## src/rtl/pitaya_pkg.sv

```systemverilog
//////////////////////////////
// Shared widths, register map and bus types for the ADC clock domain
// Register offsets are byte offsets inside one 256-byte region
// mux_cfg_t field order follows the REG_MUX bit layout
//////////////////////////////

package pitaya_pkg;

  //////////////////////////////
  // Data widths
  //////////////////////////////

  // Raw ADC sample, low two bits reserved
  localparam int unsigned ADC_W  = 16;
  // DAC sample, two's complement inside the design
  localparam int unsigned DAC_W  = 14;
  // PDM level
  localparam int unsigned PDM_W  = 8;
  // Upper bound on analog channels carried by mux_cfg_t
  localparam int unsigned MAX_CH = 4;

  //////////////////////////////
  // Register map
  //////////////////////////////

  // Identification word
  localparam logic [31:0] ID_VALUE = 32'h5250_0001;

  // Regions, selected by PADDR[11:8]
  localparam logic [3:0] SLOT_CTL = 4'd0;
  localparam logic [3:0] SLOT_PDM = 4'd1;

  // Control region offsets
  localparam logic [7:0] REG_ID  = 8'h00;
  localparam logic [7:0] REG_MUX = 8'h04;
  // DC level per channel, further channels continue at the same stride
  localparam logic [7:0] REG_DC0 = 8'h08;
  localparam logic [7:0] REG_DC1 = 8'h0C;

  //////////////////////////////
  // Bus and stream types
  //////////////////////////////

  // APB request, driven by the master
  typedef struct packed {
    logic        psel;
    logic        penable;
    logic        pwrite;
    logic [11:0] paddr;
    logic [31:0] pwdata;
  } apb_req_t;

  // APB response, valid in the access cycle
  typedef struct packed {
    logic [31:0] prdata;
    logic        pready;
    logic        pslverr;
  } apb_rsp_t;

  // Generator select in bits 7..4, loopback in bits 3..0
  typedef struct packed {
    logic [MAX_CH-1:0] gen;
    logic [MAX_CH-1:0] loop;
  } mux_cfg_t;

  // Generator sample, no ready
  typedef struct packed {
    logic                    valid;
    logic signed [DAC_W-1:0] data;
  } gen_smp_t;

endpackage

```

## src/rtl/apb_decoder.sv

```systemverilog
`timescale 1ns/1ps
//////////////////////////////
// APB region decoder, purely combinational
// Region from PADDR[11:8], unmapped regions answer with an error
//////////////////////////////

module apb_decoder (
  input  pitaya_pkg::apb_req_t apb_req_i,
  output pitaya_pkg::apb_rsp_t apb_rsp_o,
  // Control register region
  output pitaya_pkg::apb_req_t ctl_req_o,
  input  pitaya_pkg::apb_rsp_t ctl_rsp_i,
  // PDM register region
  output pitaya_pkg::apb_req_t pdm_req_o,
  input  pitaya_pkg::apb_rsp_t pdm_rsp_i
);

  import pitaya_pkg::*;

  // Answer for regions with no slave behind them
  localparam apb_rsp_t RSP_ERR = '{prdata: '0, pready: 1'b1, pslverr: 1'b1};

  logic [3:0] slot;

  assign slot = apb_req_i.paddr[11:8];

  //////////////////////////////
  // Request fan-out
  //////////////////////////////

  always_comb begin
    ctl_req_o = apb_req_i;
    pdm_req_o = apb_req_i;
    // Only psel is gated, penable goes to both
    ctl_req_o.psel = apb_req_i.psel & (slot == SLOT_CTL);
    pdm_req_o.psel = apb_req_i.psel & (slot == SLOT_PDM);
  end

  //////////////////////////////
  // Response mux
  //////////////////////////////

  always_comb begin
    case (slot)
      SLOT_CTL: apb_rsp_o = ctl_rsp_i;
      SLOT_PDM: apb_rsp_o = pdm_rsp_i;
      default:  apb_rsp_o = RSP_ERR;
    endcase
  end

  // Access phase must follow a setup phase, so psel is already high when penable rises
  a_apb_setup: assert property (@(posedge apb_req_i.penable) apb_req_i.psel)
    else $error("APB penable raised without psel");

endmodule

```

## src/rtl/ctl_regs.sv

```systemverilog
`timescale 1ns/1ps
//////////////////////////////
// Control registers: ID, loopback/generator select, DC levels
// Writing REG_ID flags pslverr and changes nothing
// Unmapped offsets read zero without error
//////////////////////////////

module ctl_regs #(
  parameter int unsigned NCH = 2
)(
  input  logic                                adc_clk,
  input  logic                                top_rst,
  input  pitaya_pkg::apb_req_t                apb_req_i,
  output pitaya_pkg::apb_rsp_t                apb_rsp_o,
  output pitaya_pkg::mux_cfg_t                mux_cfg_o,
  output logic signed [pitaya_pkg::DAC_W-1:0] dc_lvl_o [NCH]
);

  import pitaya_pkg::*;

  // Select bits that exist for this channel count
  localparam logic [MAX_CH-1:0] CH_MSK  = MAX_CH'((1 << NCH) - 1);
  // Address step between DC registers
  localparam logic [7:0]        DC_STEP = REG_DC1 - REG_DC0;

  logic [7:0]              offs;
  logic                    acc_cyc;
  logic                    id_wr;
  logic                    wr_ok;
  logic [31:0]             rd_dat;
  mux_cfg_t                mux_q;
  logic signed [DAC_W-1:0] dc_q [NCH];

  assign offs    = apb_req_i.paddr[7:0];
  // Access cycle of a selected transfer
  assign acc_cyc = apb_req_i.psel & apb_req_i.penable;
  assign id_wr   = apb_req_i.pwrite & (offs == REG_ID);
  // Erroneous writes are dropped
  assign wr_ok   = acc_cyc & apb_req_i.pwrite & ~id_wr;

  //////////////////////////////
  // Write side
  //////////////////////////////

  always_ff @(posedge adc_clk, posedge top_rst) begin
    if (top_rst) begin
      mux_q <= '0;
      for (int n = 0; n < NCH; n++) begin
        dc_q[n] <= '0;
      end
    end else if (wr_ok) begin
      // Fields of missing channels stay zero
      if (offs == REG_MUX) begin
        mux_q <= apb_req_i.pwdata[$bits(mux_cfg_t)-1:0] & {CH_MSK, CH_MSK};
      end
      for (int n = 0; n < NCH; n++) begin
        if (offs == REG_DC0 + DC_STEP * 8'(n)) begin
          dc_q[n] <= apb_req_i.pwdata[DAC_W-1:0];
        end
      end
    end
  end

  //////////////////////////////
  // Read side
  //////////////////////////////

  always_comb begin
    rd_dat = '0;
    case (offs)
      REG_ID:  rd_dat = ID_VALUE;
      REG_MUX: rd_dat = 32'(mux_q);
      default: begin
        // DC level comes back zero extended
        for (int n = 0; n < NCH; n++) begin
          if (offs == REG_DC0 + DC_STEP * 8'(n)) begin
            rd_dat = {{(32 - DAC_W){1'b0}}, dc_q[n]};
          end
        end
      end
    endcase
  end

  // Zero wait states
  assign apb_rsp_o = '{prdata: rd_dat, pready: 1'b1, pslverr: acc_cyc & id_wr};

  assign mux_cfg_o = mux_q;
  assign dc_lvl_o  = dc_q;

endmodule

```

## src/rtl/pdm_bank.sv

```systemverilog
`timescale 1ns/1ps
//////////////////////////////
// PDM level registers and first-order modulators
// Channel n at offset 4*n, only the low PDM_W bits are kept
// Output is high for exactly level cycles out of 2**PDM_W
//////////////////////////////

module pdm_bank #(
  parameter int unsigned PDM_CHN = 4
)(
  input  logic                 adc_clk,
  input  logic                 top_rst,
  input  pitaya_pkg::apb_req_t apb_req_i,
  output pitaya_pkg::apb_rsp_t apb_rsp_o,
  output logic [PDM_CHN-1:0]   pdm_o
);

  import pitaya_pkg::*;

  logic [3:0]       idx;
  logic             in_rng;
  logic             wr_en;
  logic [31:0]      rd_dat;
  logic [PDM_W-1:0] lvl_q [PDM_CHN];
  logic [PDM_W-1:0] acc_q [PDM_CHN];
  // Accumulator plus level, carry on top
  logic [PDM_W:0]   sum_c [PDM_CHN];

  //////////////////////////////
  // Register array
  //////////////////////////////

  // Word index, offsets above the array are ignored
  assign idx    = apb_req_i.paddr[5:2];
  assign in_rng = (apb_req_i.paddr[7:6] == 2'b00) && (32'(idx) < PDM_CHN);
  assign wr_en  = apb_req_i.psel & apb_req_i.penable & apb_req_i.pwrite & in_rng;

  always_ff @(posedge adc_clk, posedge top_rst) begin
    if (top_rst) begin
      for (int n = 0; n < PDM_CHN; n++) begin
        lvl_q[n] <= '0;
      end
    end else if (wr_en) begin
      for (int n = 0; n < PDM_CHN; n++) begin
        if (idx == 4'(n)) begin
          lvl_q[n] <= apb_req_i.pwdata[PDM_W-1:0];
        end
      end
    end
  end

  always_comb begin
    rd_dat = '0;
    for (int n = 0; n < PDM_CHN; n++) begin
      if (in_rng && (idx == 4'(n))) begin
        rd_dat = 32'(lvl_q[n]);
      end
    end
  end

  // No error cases in this region
  assign apb_rsp_o = '{prdata: rd_dat, pready: 1'b1, pslverr: 1'b0};

  //////////////////////////////
  // Modulators
  //////////////////////////////

  always_comb begin
    for (int n = 0; n < PDM_CHN; n++) begin
      sum_c[n] = {1'b0, acc_q[n]} + {1'b0, lvl_q[n]};
    end
  end

  // Carry out becomes the pulse
  always_ff @(posedge adc_clk, posedge top_rst) begin
    if (top_rst) begin
      for (int n = 0; n < PDM_CHN; n++) begin
        acc_q[n] <= '0;
        pdm_o[n] <= 1'b0;
      end
    end else begin
      for (int n = 0; n < PDM_CHN; n++) begin
        acc_q[n] <= sum_c[n][PDM_W-1:0];
        pdm_o[n] <= sum_c[n][PDM_W];
      end
    end
  end

  // Zero level written, no pulse once it reaches the modulator
  for (genvar n = 0; n < PDM_CHN; n++) begin : g_chk
    a_pdm_zero: assert property (@(posedge adc_clk) disable iff (top_rst)
      (wr_en && (idx == 4'(n)) && (apb_req_i.pwdata[PDM_W-1:0] == '0)) |=> ##1 !pdm_o[n])
      else $error("PDM channel %0d pulses at zero level", n);
  end

endmodule

```

## src/rtl/adc_frontend.sv

```systemverilog
`timescale 1ns/1ps
//////////////////////////////
// ADC input registers with digital loopback
// Raw ADC data is offset binary with inverted slope
// Loopback puts the DAC sample in the top bits, low bits zero
//////////////////////////////

module adc_frontend #(
  parameter int unsigned NCH = 2
)(
  input  logic                                     adc_clk,
  input  logic                                     top_rst,
  // Raw samples from the converter pins
  input  logic [NCH-1:0][pitaya_pkg::ADC_W-1:0]    adc_dat_i,
  input  logic [NCH-1:0]                           loop_i,
  // Registered DAC samples for loopback
  input  logic signed [pitaya_pkg::DAC_W-1:0]      dac_smp_i [NCH],
  output logic signed [pitaya_pkg::ADC_W-1:0]      adc_dat_o [NCH]
);

  import pitaya_pkg::*;

  // Reserved low bits of the ADC word
  localparam int unsigned RSV_W = ADC_W - DAC_W;

  logic signed [ADC_W-1:0] raw_s [NCH];
  logic signed [ADC_W-1:0] lpb_s [NCH];

  //////////////////////////////
  // Conversion
  //////////////////////////////

  always_comb begin
    for (int i = 0; i < NCH; i++) begin
      // Keep MSB, invert the rest to get two's complement
      raw_s[i] = {adc_dat_i[i][ADC_W-1], ~adc_dat_i[i][ADC_W-2:0]};
      // DAC scale to ADC scale
      lpb_s[i] = {dac_smp_i[i], {RSV_W{1'b0}}};
    end
  end

  //////////////////////////////
  // Input register and loopback mux
  //////////////////////////////

  // One cycle from pin to output
  always_ff @(posedge adc_clk, posedge top_rst) begin
    if (top_rst) begin
      for (int i = 0; i < NCH; i++) begin
        adc_dat_o[i] <= '0;
      end
    end else begin
      for (int i = 0; i < NCH; i++) begin
        adc_dat_o[i] <= loop_i[i] ? lpb_s[i] : raw_s[i];
      end
    end
  end

endmodule

```

## src/rtl/dac_frontend.sv

```systemverilog
`timescale 1ns/1ps
//////////////////////////////
// DAC source select, output register and DAC reset
// Generator stream is always accepted, invalid cycles hold the last sample
// One DAC bus per channel, no DDR interleave
//////////////////////////////

module dac_frontend #(
  parameter int unsigned NCH = 2
)(
  input  logic                                  adc_clk,
  input  logic                                  top_rst,
  input  pitaya_pkg::gen_smp_t [NCH-1:0]        gen_i,
  // High selects the DC level
  input  logic [NCH-1:0]                        gen_sel_i,
  input  logic signed [pitaya_pkg::DAC_W-1:0]   dc_lvl_i [NCH],
  // Signed samples, also used for loopback
  output logic signed [pitaya_pkg::DAC_W-1:0]   dac_smp_o [NCH],
  output logic [NCH-1:0][pitaya_pkg::DAC_W-1:0] dac_dat_o,
  output logic                                  dac_rst_o
);

  import pitaya_pkg::*;

  // Last valid generator sample
  logic signed [DAC_W-1:0] gen_hold [NCH];
  logic signed [DAC_W-1:0] gen_cur  [NCH];
  logic signed [DAC_W-1:0] src      [NCH];

  //////////////////////////////
  // Source select
  //////////////////////////////

  always_comb begin
    for (int i = 0; i < NCH; i++) begin
      // A new valid sample goes straight through
      gen_cur[i] = gen_i[i].valid ? gen_i[i].data : gen_hold[i];
      src[i]     = gen_sel_i[i] ? dc_lvl_i[i] : gen_cur[i];
    end
  end

  always_ff @(posedge adc_clk, posedge top_rst) begin
    if (top_rst) begin
      for (int i = 0; i < NCH; i++) begin
        gen_hold[i]  <= '0;
        dac_smp_o[i] <= '0;
      end
    end else begin
      for (int i = 0; i < NCH; i++) begin
        if (gen_i[i].valid) begin
          gen_hold[i] <= gen_i[i].data;
        end
        dac_smp_o[i] <= src[i];
      end
    end
  end

  // Two's complement to DAC offset code, negative slope
  always_comb begin
    for (int i = 0; i < NCH; i++) begin
      dac_dat_o[i] = {dac_smp_o[i][DAC_W-1], ~dac_smp_o[i][DAC_W-2:0]};
    end
  end

  //////////////////////////////
  // DAC reset
  //////////////////////////////

  // Set by reset, clears at the first edge after release
  always_ff @(posedge adc_clk, posedge top_rst) begin
    if (top_rst) begin
      dac_rst_o <= 1'b1;
    end else begin
      dac_rst_o <= 1'b0;
    end
  end

  // Upstream generator must drive valid once out of reset
  for (genvar i = 0; i < NCH; i++) begin : g_chk
    a_gen_valid: assert property (@(posedge adc_clk) disable iff (top_rst)
      !$isunknown(gen_i[i].valid))
      else $error("Generator %0d valid is unknown", i);
  end

endmodule

```

## src/rtl/pitaya_top.sv

```systemverilog
`timescale 1ns/1ps
//////////////////////////////
// ADC clock domain top level, everything runs on adc_clk
// NCH from 1 to 4, PDM_CHN from 1 to 16
//////////////////////////////

module pitaya_top #(
  parameter int unsigned NCH     = 2,
  parameter int unsigned PDM_CHN = 4
)(
  input  logic                                  adc_clk,
  input  logic                                  top_rst,
  // Register bus
  input  pitaya_pkg::apb_req_t                  apb_req_i,
  output pitaya_pkg::apb_rsp_t                  apb_rsp_o,
  // ADC
  input  logic [NCH-1:0][pitaya_pkg::ADC_W-1:0] adc_dat_i,
  output logic signed [pitaya_pkg::ADC_W-1:0]   adc_dat_o [NCH],
  // Generator stream and DAC
  input  pitaya_pkg::gen_smp_t [NCH-1:0]        gen_i,
  output logic [NCH-1:0][pitaya_pkg::DAC_W-1:0] dac_dat_o,
  output logic                                  dac_rst_o,
  // Pulse-density outputs
  output logic [PDM_CHN-1:0]                    pdm_o
);

  import pitaya_pkg::*;

  //////////////////////////////
  // Local wires
  //////////////////////////////

  apb_req_t                ctl_req;
  apb_rsp_t                ctl_rsp;
  apb_req_t                pdm_req;
  apb_rsp_t                pdm_rsp;
  mux_cfg_t                mux_cfg;
  logic signed [DAC_W-1:0] dc_lvl  [NCH];
  // Registered DAC samples, fed back for loopback
  logic signed [DAC_W-1:0] dac_smp [NCH];

  //////////////////////////////
  // Register bus
  //////////////////////////////

  apb_decoder u_dec (
    .apb_req_i (apb_req_i),
    .apb_rsp_o (apb_rsp_o),
    .ctl_req_o (ctl_req),
    .ctl_rsp_i (ctl_rsp),
    .pdm_req_o (pdm_req),
    .pdm_rsp_i (pdm_rsp)
  );

  ctl_regs #(.NCH (NCH)) u_ctl (
    .adc_clk   (adc_clk),
    .top_rst   (top_rst),
    .apb_req_i (ctl_req),
    .apb_rsp_o (ctl_rsp),
    .mux_cfg_o (mux_cfg),
    .dc_lvl_o  (dc_lvl)
  );

  pdm_bank #(.PDM_CHN (PDM_CHN)) u_pdm (
    .adc_clk   (adc_clk),
    .top_rst   (top_rst),
    .apb_req_i (pdm_req),
    .apb_rsp_o (pdm_rsp),
    .pdm_o     (pdm_o)
  );

  //////////////////////////////
  // Analog front ends
  //////////////////////////////

  adc_frontend #(.NCH (NCH)) u_adc (
    .adc_clk   (adc_clk),
    .top_rst   (top_rst),
    .adc_dat_i (adc_dat_i),
    .loop_i    (mux_cfg.loop[NCH-1:0]),
    .dac_smp_i (dac_smp),
    .adc_dat_o (adc_dat_o)
  );

  dac_frontend #(.NCH (NCH)) u_dac (
    .adc_clk   (adc_clk),
    .top_rst   (top_rst),
    .gen_i     (gen_i),
    .gen_sel_i (mux_cfg.gen[NCH-1:0]),
    .dc_lvl_i  (dc_lvl),
    .dac_smp_o (dac_smp),
    .dac_dat_o (dac_dat_o),
    .dac_rst_o (dac_rst_o)
  );

endmodule

```

## config.mk

```make
export PLATFORM = sky130hd
export DESIGN_NAME = pitaya_top
export DESIGN_NICKNAME = d
export VERILOG_FILES = /design/src/rtl/pitaya_pkg.sv /design/src/rtl/apb_decoder.sv /design/src/rtl/ctl_regs.sv /design/src/rtl/pdm_bank.sv /design/src/rtl/adc_frontend.sv /design/src/rtl/dac_frontend.sv /design/src/rtl/pitaya_top.sv
export SDC_FILE = /design/constraint.sdc
export NUM_CORES = 1
export LEC_CHECK = 0
export ABC_AREA = 0
export BUFFER_PORTS_ARGS = -buffer_cell sky130_fd_sc_hd__buf_2
export CORE_MARGIN = 2
export CORE_UTILIZATION = 54
export DETAILED_ROUTE_END_ITERATION = 8
export GPL_ROUTABILITY_DRIVEN = 0
export PLACE_DENSITY = 0.92
export SLEW_MARGIN = 10
export SYNTH_ARGS = -nofsm -noshare
export SYNTH_HDL_FRONTEND = slang
export SYNTH_SLANG_ARGS = --single-unit
```

## constraint.sdc

```tcl
create_clock -name adc_clk -period 7.1 [get_ports adc_clk]
set_input_delay 1.42 -clock adc_clk [delete_from_list [all_inputs] [get_ports adc_clk]]
set_output_delay 1.42 -clock adc_clk [all_outputs]
set_load 0.02 [all_outputs]
```

# Yosys cells after proc, flatten, opt, wreduce, memory -nomap -nowiden
# Cells that the tools add are included.
# op_classes
add_sub_neg	4
magnitude_cmp	1
eq_ne	7
n_mux	14
n_bitwise	15
n_reduce_logical	16
# ops
op	n
$mux W14	6
$pmux W34 S2	1
$pmux W32 S2	1
$add A8 B8 Y9	4
$mux W16	2
$mux W8	4
$not A15 Y15	2
$not A13 Y13	2
$eq A8 B4 Y1 const B	2
$reduce_and A2 Y1	7
$and A1 B1 Y1	10
$eq A4 B1 Y1 const B	2
$eq A4 B2 Y1 const B	2
$eq A8 B3 Y1 const B	1
$logic_not A4 Y1	2
$logic_not A8 Y1	1
$logic_and A1 B1 Y1	5
$lt A4 B3 Y1 const B	1
$logic_not A2 Y1	1
$not A1 Y1	1
# word_totals
regBits	189
in_bits	111
out_inout_bits	99
word_cells	77

# Depth between registers and ports, before layout
# logic_depth
word_depth	8
ltp_mapped	6
depth_no_buf	6

# By module
# A second synthesis with hierarchy kept.
# unflattened
hier_cells	876
hier_area_um2	10176.0
# modules_own_cells
mod	n_inst	cells_per_inst	area_per_inst_um2	seq_area_each_um2
pdm_bank	1	318	3734.8	1701.6
dac_frontend	1	147	2285.9	1427.6
ctl_regs	1	142	1761.7	800.8
apb_decoder	1	172	1261.2	0.0
adc_frontend	1	97	1132.3	800.8

# Worst setup path after synthesis
# Ideal clock, no wire load.
# synth_timing
path_type	input to output
startpoint	in apb_req_i[39] in the netlist's numbering
endpoint	out apb_rsp_o[24] in the netlist's numbering
arrival_time_ns	2.977
required_time_ns	5.680
path_slack_ns	2.703
cell_stages	4
n_path_buf	1
path_cell_list	nor4_4 > nand3_2 > nor3_1 > buf_4
# synth_rtl
element	line_no	rtl
start, declared	pitaya_top.sv:14	input pitaya_pkg::apb_req_t apb_req_i,
end, declared	pitaya_top.sv:15	output pitaya_pkg::apb_rsp_t apb_rsp_o,

==> results.sh <==
export IMPL_outcome="finished clean"
export IMPL_cts_buffer_depth=2
export IMPL_yosysTopAreaCellShare=0.539
export IMPL_hp_class="reg2reg"
export IMPL_tightestPinTransition_ns=1.04
export IMPL_relSlewSlack=0.308
export IMPL_ios=210
export IMPL_crit_buf_inv=2
export IMPL_io_buffers=177
export IMPL_synthDistinctLibCells=44
export IMPL_grt_pass1_wl_um=30100
export IMPL_die_h_um=131
export IMPL_gr_usage_all_layers=0.235
export IMPL_area_growth_pct=17.8
export IMPL_dieArea_mm2=0.0172
export IMPL_maxSlewViolCount=0
export IMPL_cts_resized=0
export IMPL_total_power_w=0.00236
export IMPL_timing_worst_setup_path_type="in2out"
export IMPL_synthArstFlopShare=1.00
export IMPL_grt_remaining_overflow=0
export IMPL_leakagePower_nw=5.22
export IMPL_drc=0
export IMPL_placed_cell_area_mm2=0.00968
export IMPL_ir_worst_vdd_v=0.000193
export IMPL_endpoint_kind="output pin"
export IMPL_hold_viol_final=0
export IMPL_cts_tree="yes"
export IMPL_wire_per_inst_um=19.0
export IMPL_slowest_stage="nor3_1"
export IMPL_synth_most_common_cell="dfrtp_1"
export IMPL_ys_flop_type="dfrtp_1"
export IMPL_netlist_area_mm2=0.00872
export IMPL_core_mm2=0.0158
export IMPL_n_fill_cell=1082
export IMPL_p_per_area_mw_per_mm2=230
export IMPL_synth_xor_xnor_area_share=0.0241
export IMPL_antenna_found_initial=0
export IMPL_cts_sinks=189
export IMPL_die_x_um=131
export IMPL_synth_compound_area_frac=0.0549
export IMPL_cts_clk_slew_worst_paths_ns=0.06
export IMPL_holdBufCountCts=0
export IMPL_cts_root_buffer="clkbuf_16"
export IMPL_drtIter0Drc=599
export IMPL_crit_family="simple AND/OR/NAND/NOR gates"
export IMPL_grt_pass1_vias=5675
export IMPL_synth_top_family_by_area="multiplexers"
export IMPL_numCtsBuffers=17
export IMPL_postRouteAntennaNets=0
export IMPL_vias=5820
export IMPL_max_freq_mhz=202
export IMPL_final_min_clock_period_ns=4.95
export IMPL_wirelength_um=19900
export IMPL_drv_cap=0
export IMPL_cp_common_cell="buf_2"
export IMPL_synth_edff_count=0
export IMPL_firstDrtPassIters=5
export IMPL_final_area_mm2=0.0103
export IMPL_synth_avg_cell_area_um2=13.4
export IMPL_yosys_top_cells_count="188 x dfrtp_1, 107 x mux2_2, 35 x inv_1, 35 x nor2_1, 32 x ha_1"
export IMPL_place_hpwl_um=14100
export IMPL_grt_max_degree=134
export IMPL_synth_simple_gate_area_share=0.0607
export IMPL_synth_seq_cells=189
export IMPL_vias_per_cell=5.54
export IMPL_muxShareOfSynthArea=0.216
export IMPL_cp_arrival_ns=3.53
export IMPL_post_cts_buffers=0
export IMPL_fin_setup_tns_ns=0
export IMPL_synth_adder_area_share=0.0551
export IMPL_rows=46
export IMPL_worstSetupStartpointType="input port"
export IMPL_final_layout_size_suffix_gt1_frac=0.426
export IMPL_period_share=0.697
export IMPL_setup_viol=0
export IMPL_max_stage_delay_ns=0.79
export IMPL_synthTopCellsByArea="dfrtp_1 54%, mux2_2 14%, ha_1 4.6%"
export IMPL_ys_seq_area_frac=0.542
export IMPL_skew_ns=0.0112
export IMPL_clock_latency_ns=0.44
export IMPL_yosys_warnings=0
export IMPL_cp_cell_sequence="buf_2 > or4_1 > nor3_1 > a22oi_1 > nor2_1 > buf_2"
export IMPL_syn_inst=650
export IMPL_yosys_area_top_type="dfrtp_1"
export IMPL_utilization=0.649
export IMPL_initial_core_util=0.551
export IMPL_path_max_fanout=6
export IMPL_layout_nets=967
export IMPL_htreeDepth=4
export IMPL_required_ns=5.68
export IMPL_rsz0062_at_grt="no"
==> power breakdown <==
group          total [W]  leakage, nW  internal (W)  switching [W]
logic           0.000251         2.51     0.0000980       0.000153
registers        0.00116         2.43       0.00114      0.0000214
clock network   0.000952        0.289      0.000542       0.000410
==> worst register-to-register path: stages (launching register included) <==
cell and delay, ns:
dfrtp_1 0.41, ha_1 0.23, fa_1 0.46, a21o_1 0.20, a21oi_1 0.28, o21ai_0 0.14, o41a_1 0.33
==> routing by layer <==
| layer | vias up | share of wire | track usage | wire [um] |
|---|---|---|---|---|
| met5 | - | 0 | 0 | 0 |
| li1 | 2609 | - | - | - |
| met4 | 0 | 0.028 | 0.0851 | 554 |
| met2 | 262 | 0.48 | 0.370 | 9570 |
| met1 | 2895 | 0.42 | 0.320 | 8450 |
| met3 | 54 | 0.068 | 0.0593 | 1360 |
==> cell type report <==
type | instances | area, um2 | area share
Inverter | 35 | 139 | 0.0135
Tap cell | 216 | 270 | 0.0263
Clock inverter | 11 | 130 | 0.0127
Multi-Input combinational cell | 398 | 3640 | 0.354
Clock buffer | 21 | 460 | 0.0448
Sequential cell | 189 | 4730 | 0.460
Antenna cell | 1 | 2.50 | 0.000244
Timing Repair Buffer | 179 | 901 | 0.0877
==> per-stage QoR <==
step / hold WS [ns] / worst slack (ns) / cells
2_1_floorplan: 0.450 / 0.540 / 663
3_3_place_gp: 0.463 / 2.33 / 1017
6_report: 0.481 / 2.15 / 1050
5_1_grt: 0.490 / 2.01 / 1049
4_1_cts: 0.485 / 2.17 / 1049
3_5_place_dp: 0.471 / 2.29 / 1017
==> cells by family after synthesis <==
kind of cell	Yosys count
adder cells (fa/ha/maj)	36
other	2
AND/OR/NAND/NOR	94
XOR/XNOR	24
flip-flops	189
buffers and inverters	76
AO/OA/AOI/OAI	67
multiplexers	162
==> state kept, by name, indices dropped and copies added (netlist names) <==
register and count:
u_adc.adc_dat_o 32, u_ctl.dc_lvl_o 28, u_ctl.mux_cfg_o 4, u_dac.dac_dat_o 2, u_dac.dac_rst_o 1, u_dac.dac_smp_o 26, u_dac.gen_hold 28, u_pdm.acc_q 32
u_pdm.lvl_q 32, u_pdm.pdm_o 4
==> cells in the final DEF, fill, tap and decap left out, drive strengths merged, types with 4 or more instances in the layout <==
cell type  netlist  routed
dfrtp          188     188
buf             32     179
mux2           133     133
inv             35      39
nor2            35      35
ha              32      32
mux2i           29      29
clkbuf           9      21
nand2           18      18
conb             2      15
nor3            13      13
xnor2           12      12
xor2            12      12
nand3           12      12
a21oi           10      10
o211ai           9       9
a22oi            9       9
o22ai            8       8
o32ai            8       8
o21ai            6       6
a21o             4       4
or3              4       4
o21bai           4       4
o41ai            4       4
fa               4       4
clkinv           0       4
==> worst paths after layout <==
path,startpoint,endpoint,slack [ns],depth (start not counted)
min in group asynchronous,top_rst,u_dac.gen_hold[14]$_DFF_PP0_,1.21,2
worst max-delay path,apb_req_i[39],apb_rsp_o[13],2.15,6
worst min-delay path,u_pdm.acc_q[8]$_DFF_PP0_,u_pdm.acc_q[8]$_DFF_PP0_,0.48,1
max in group asynchronous,top_rst,u_ctl.dc_lvl_o[0]$_DFFE_PP0P_,4.63,3
worst min register to register,u_pdm.acc_q[8]$_DFF_PP0_,u_pdm.acc_q[8]$_DFF_PP0_,0.48,1
worst max register to register,u_pdm.lvl_q[8]$_DFFE_PP0P_,u_pdm.pdm_o[2]$_DFF_PP0_,4.93,6
Power figures use the tool's default switching activity.
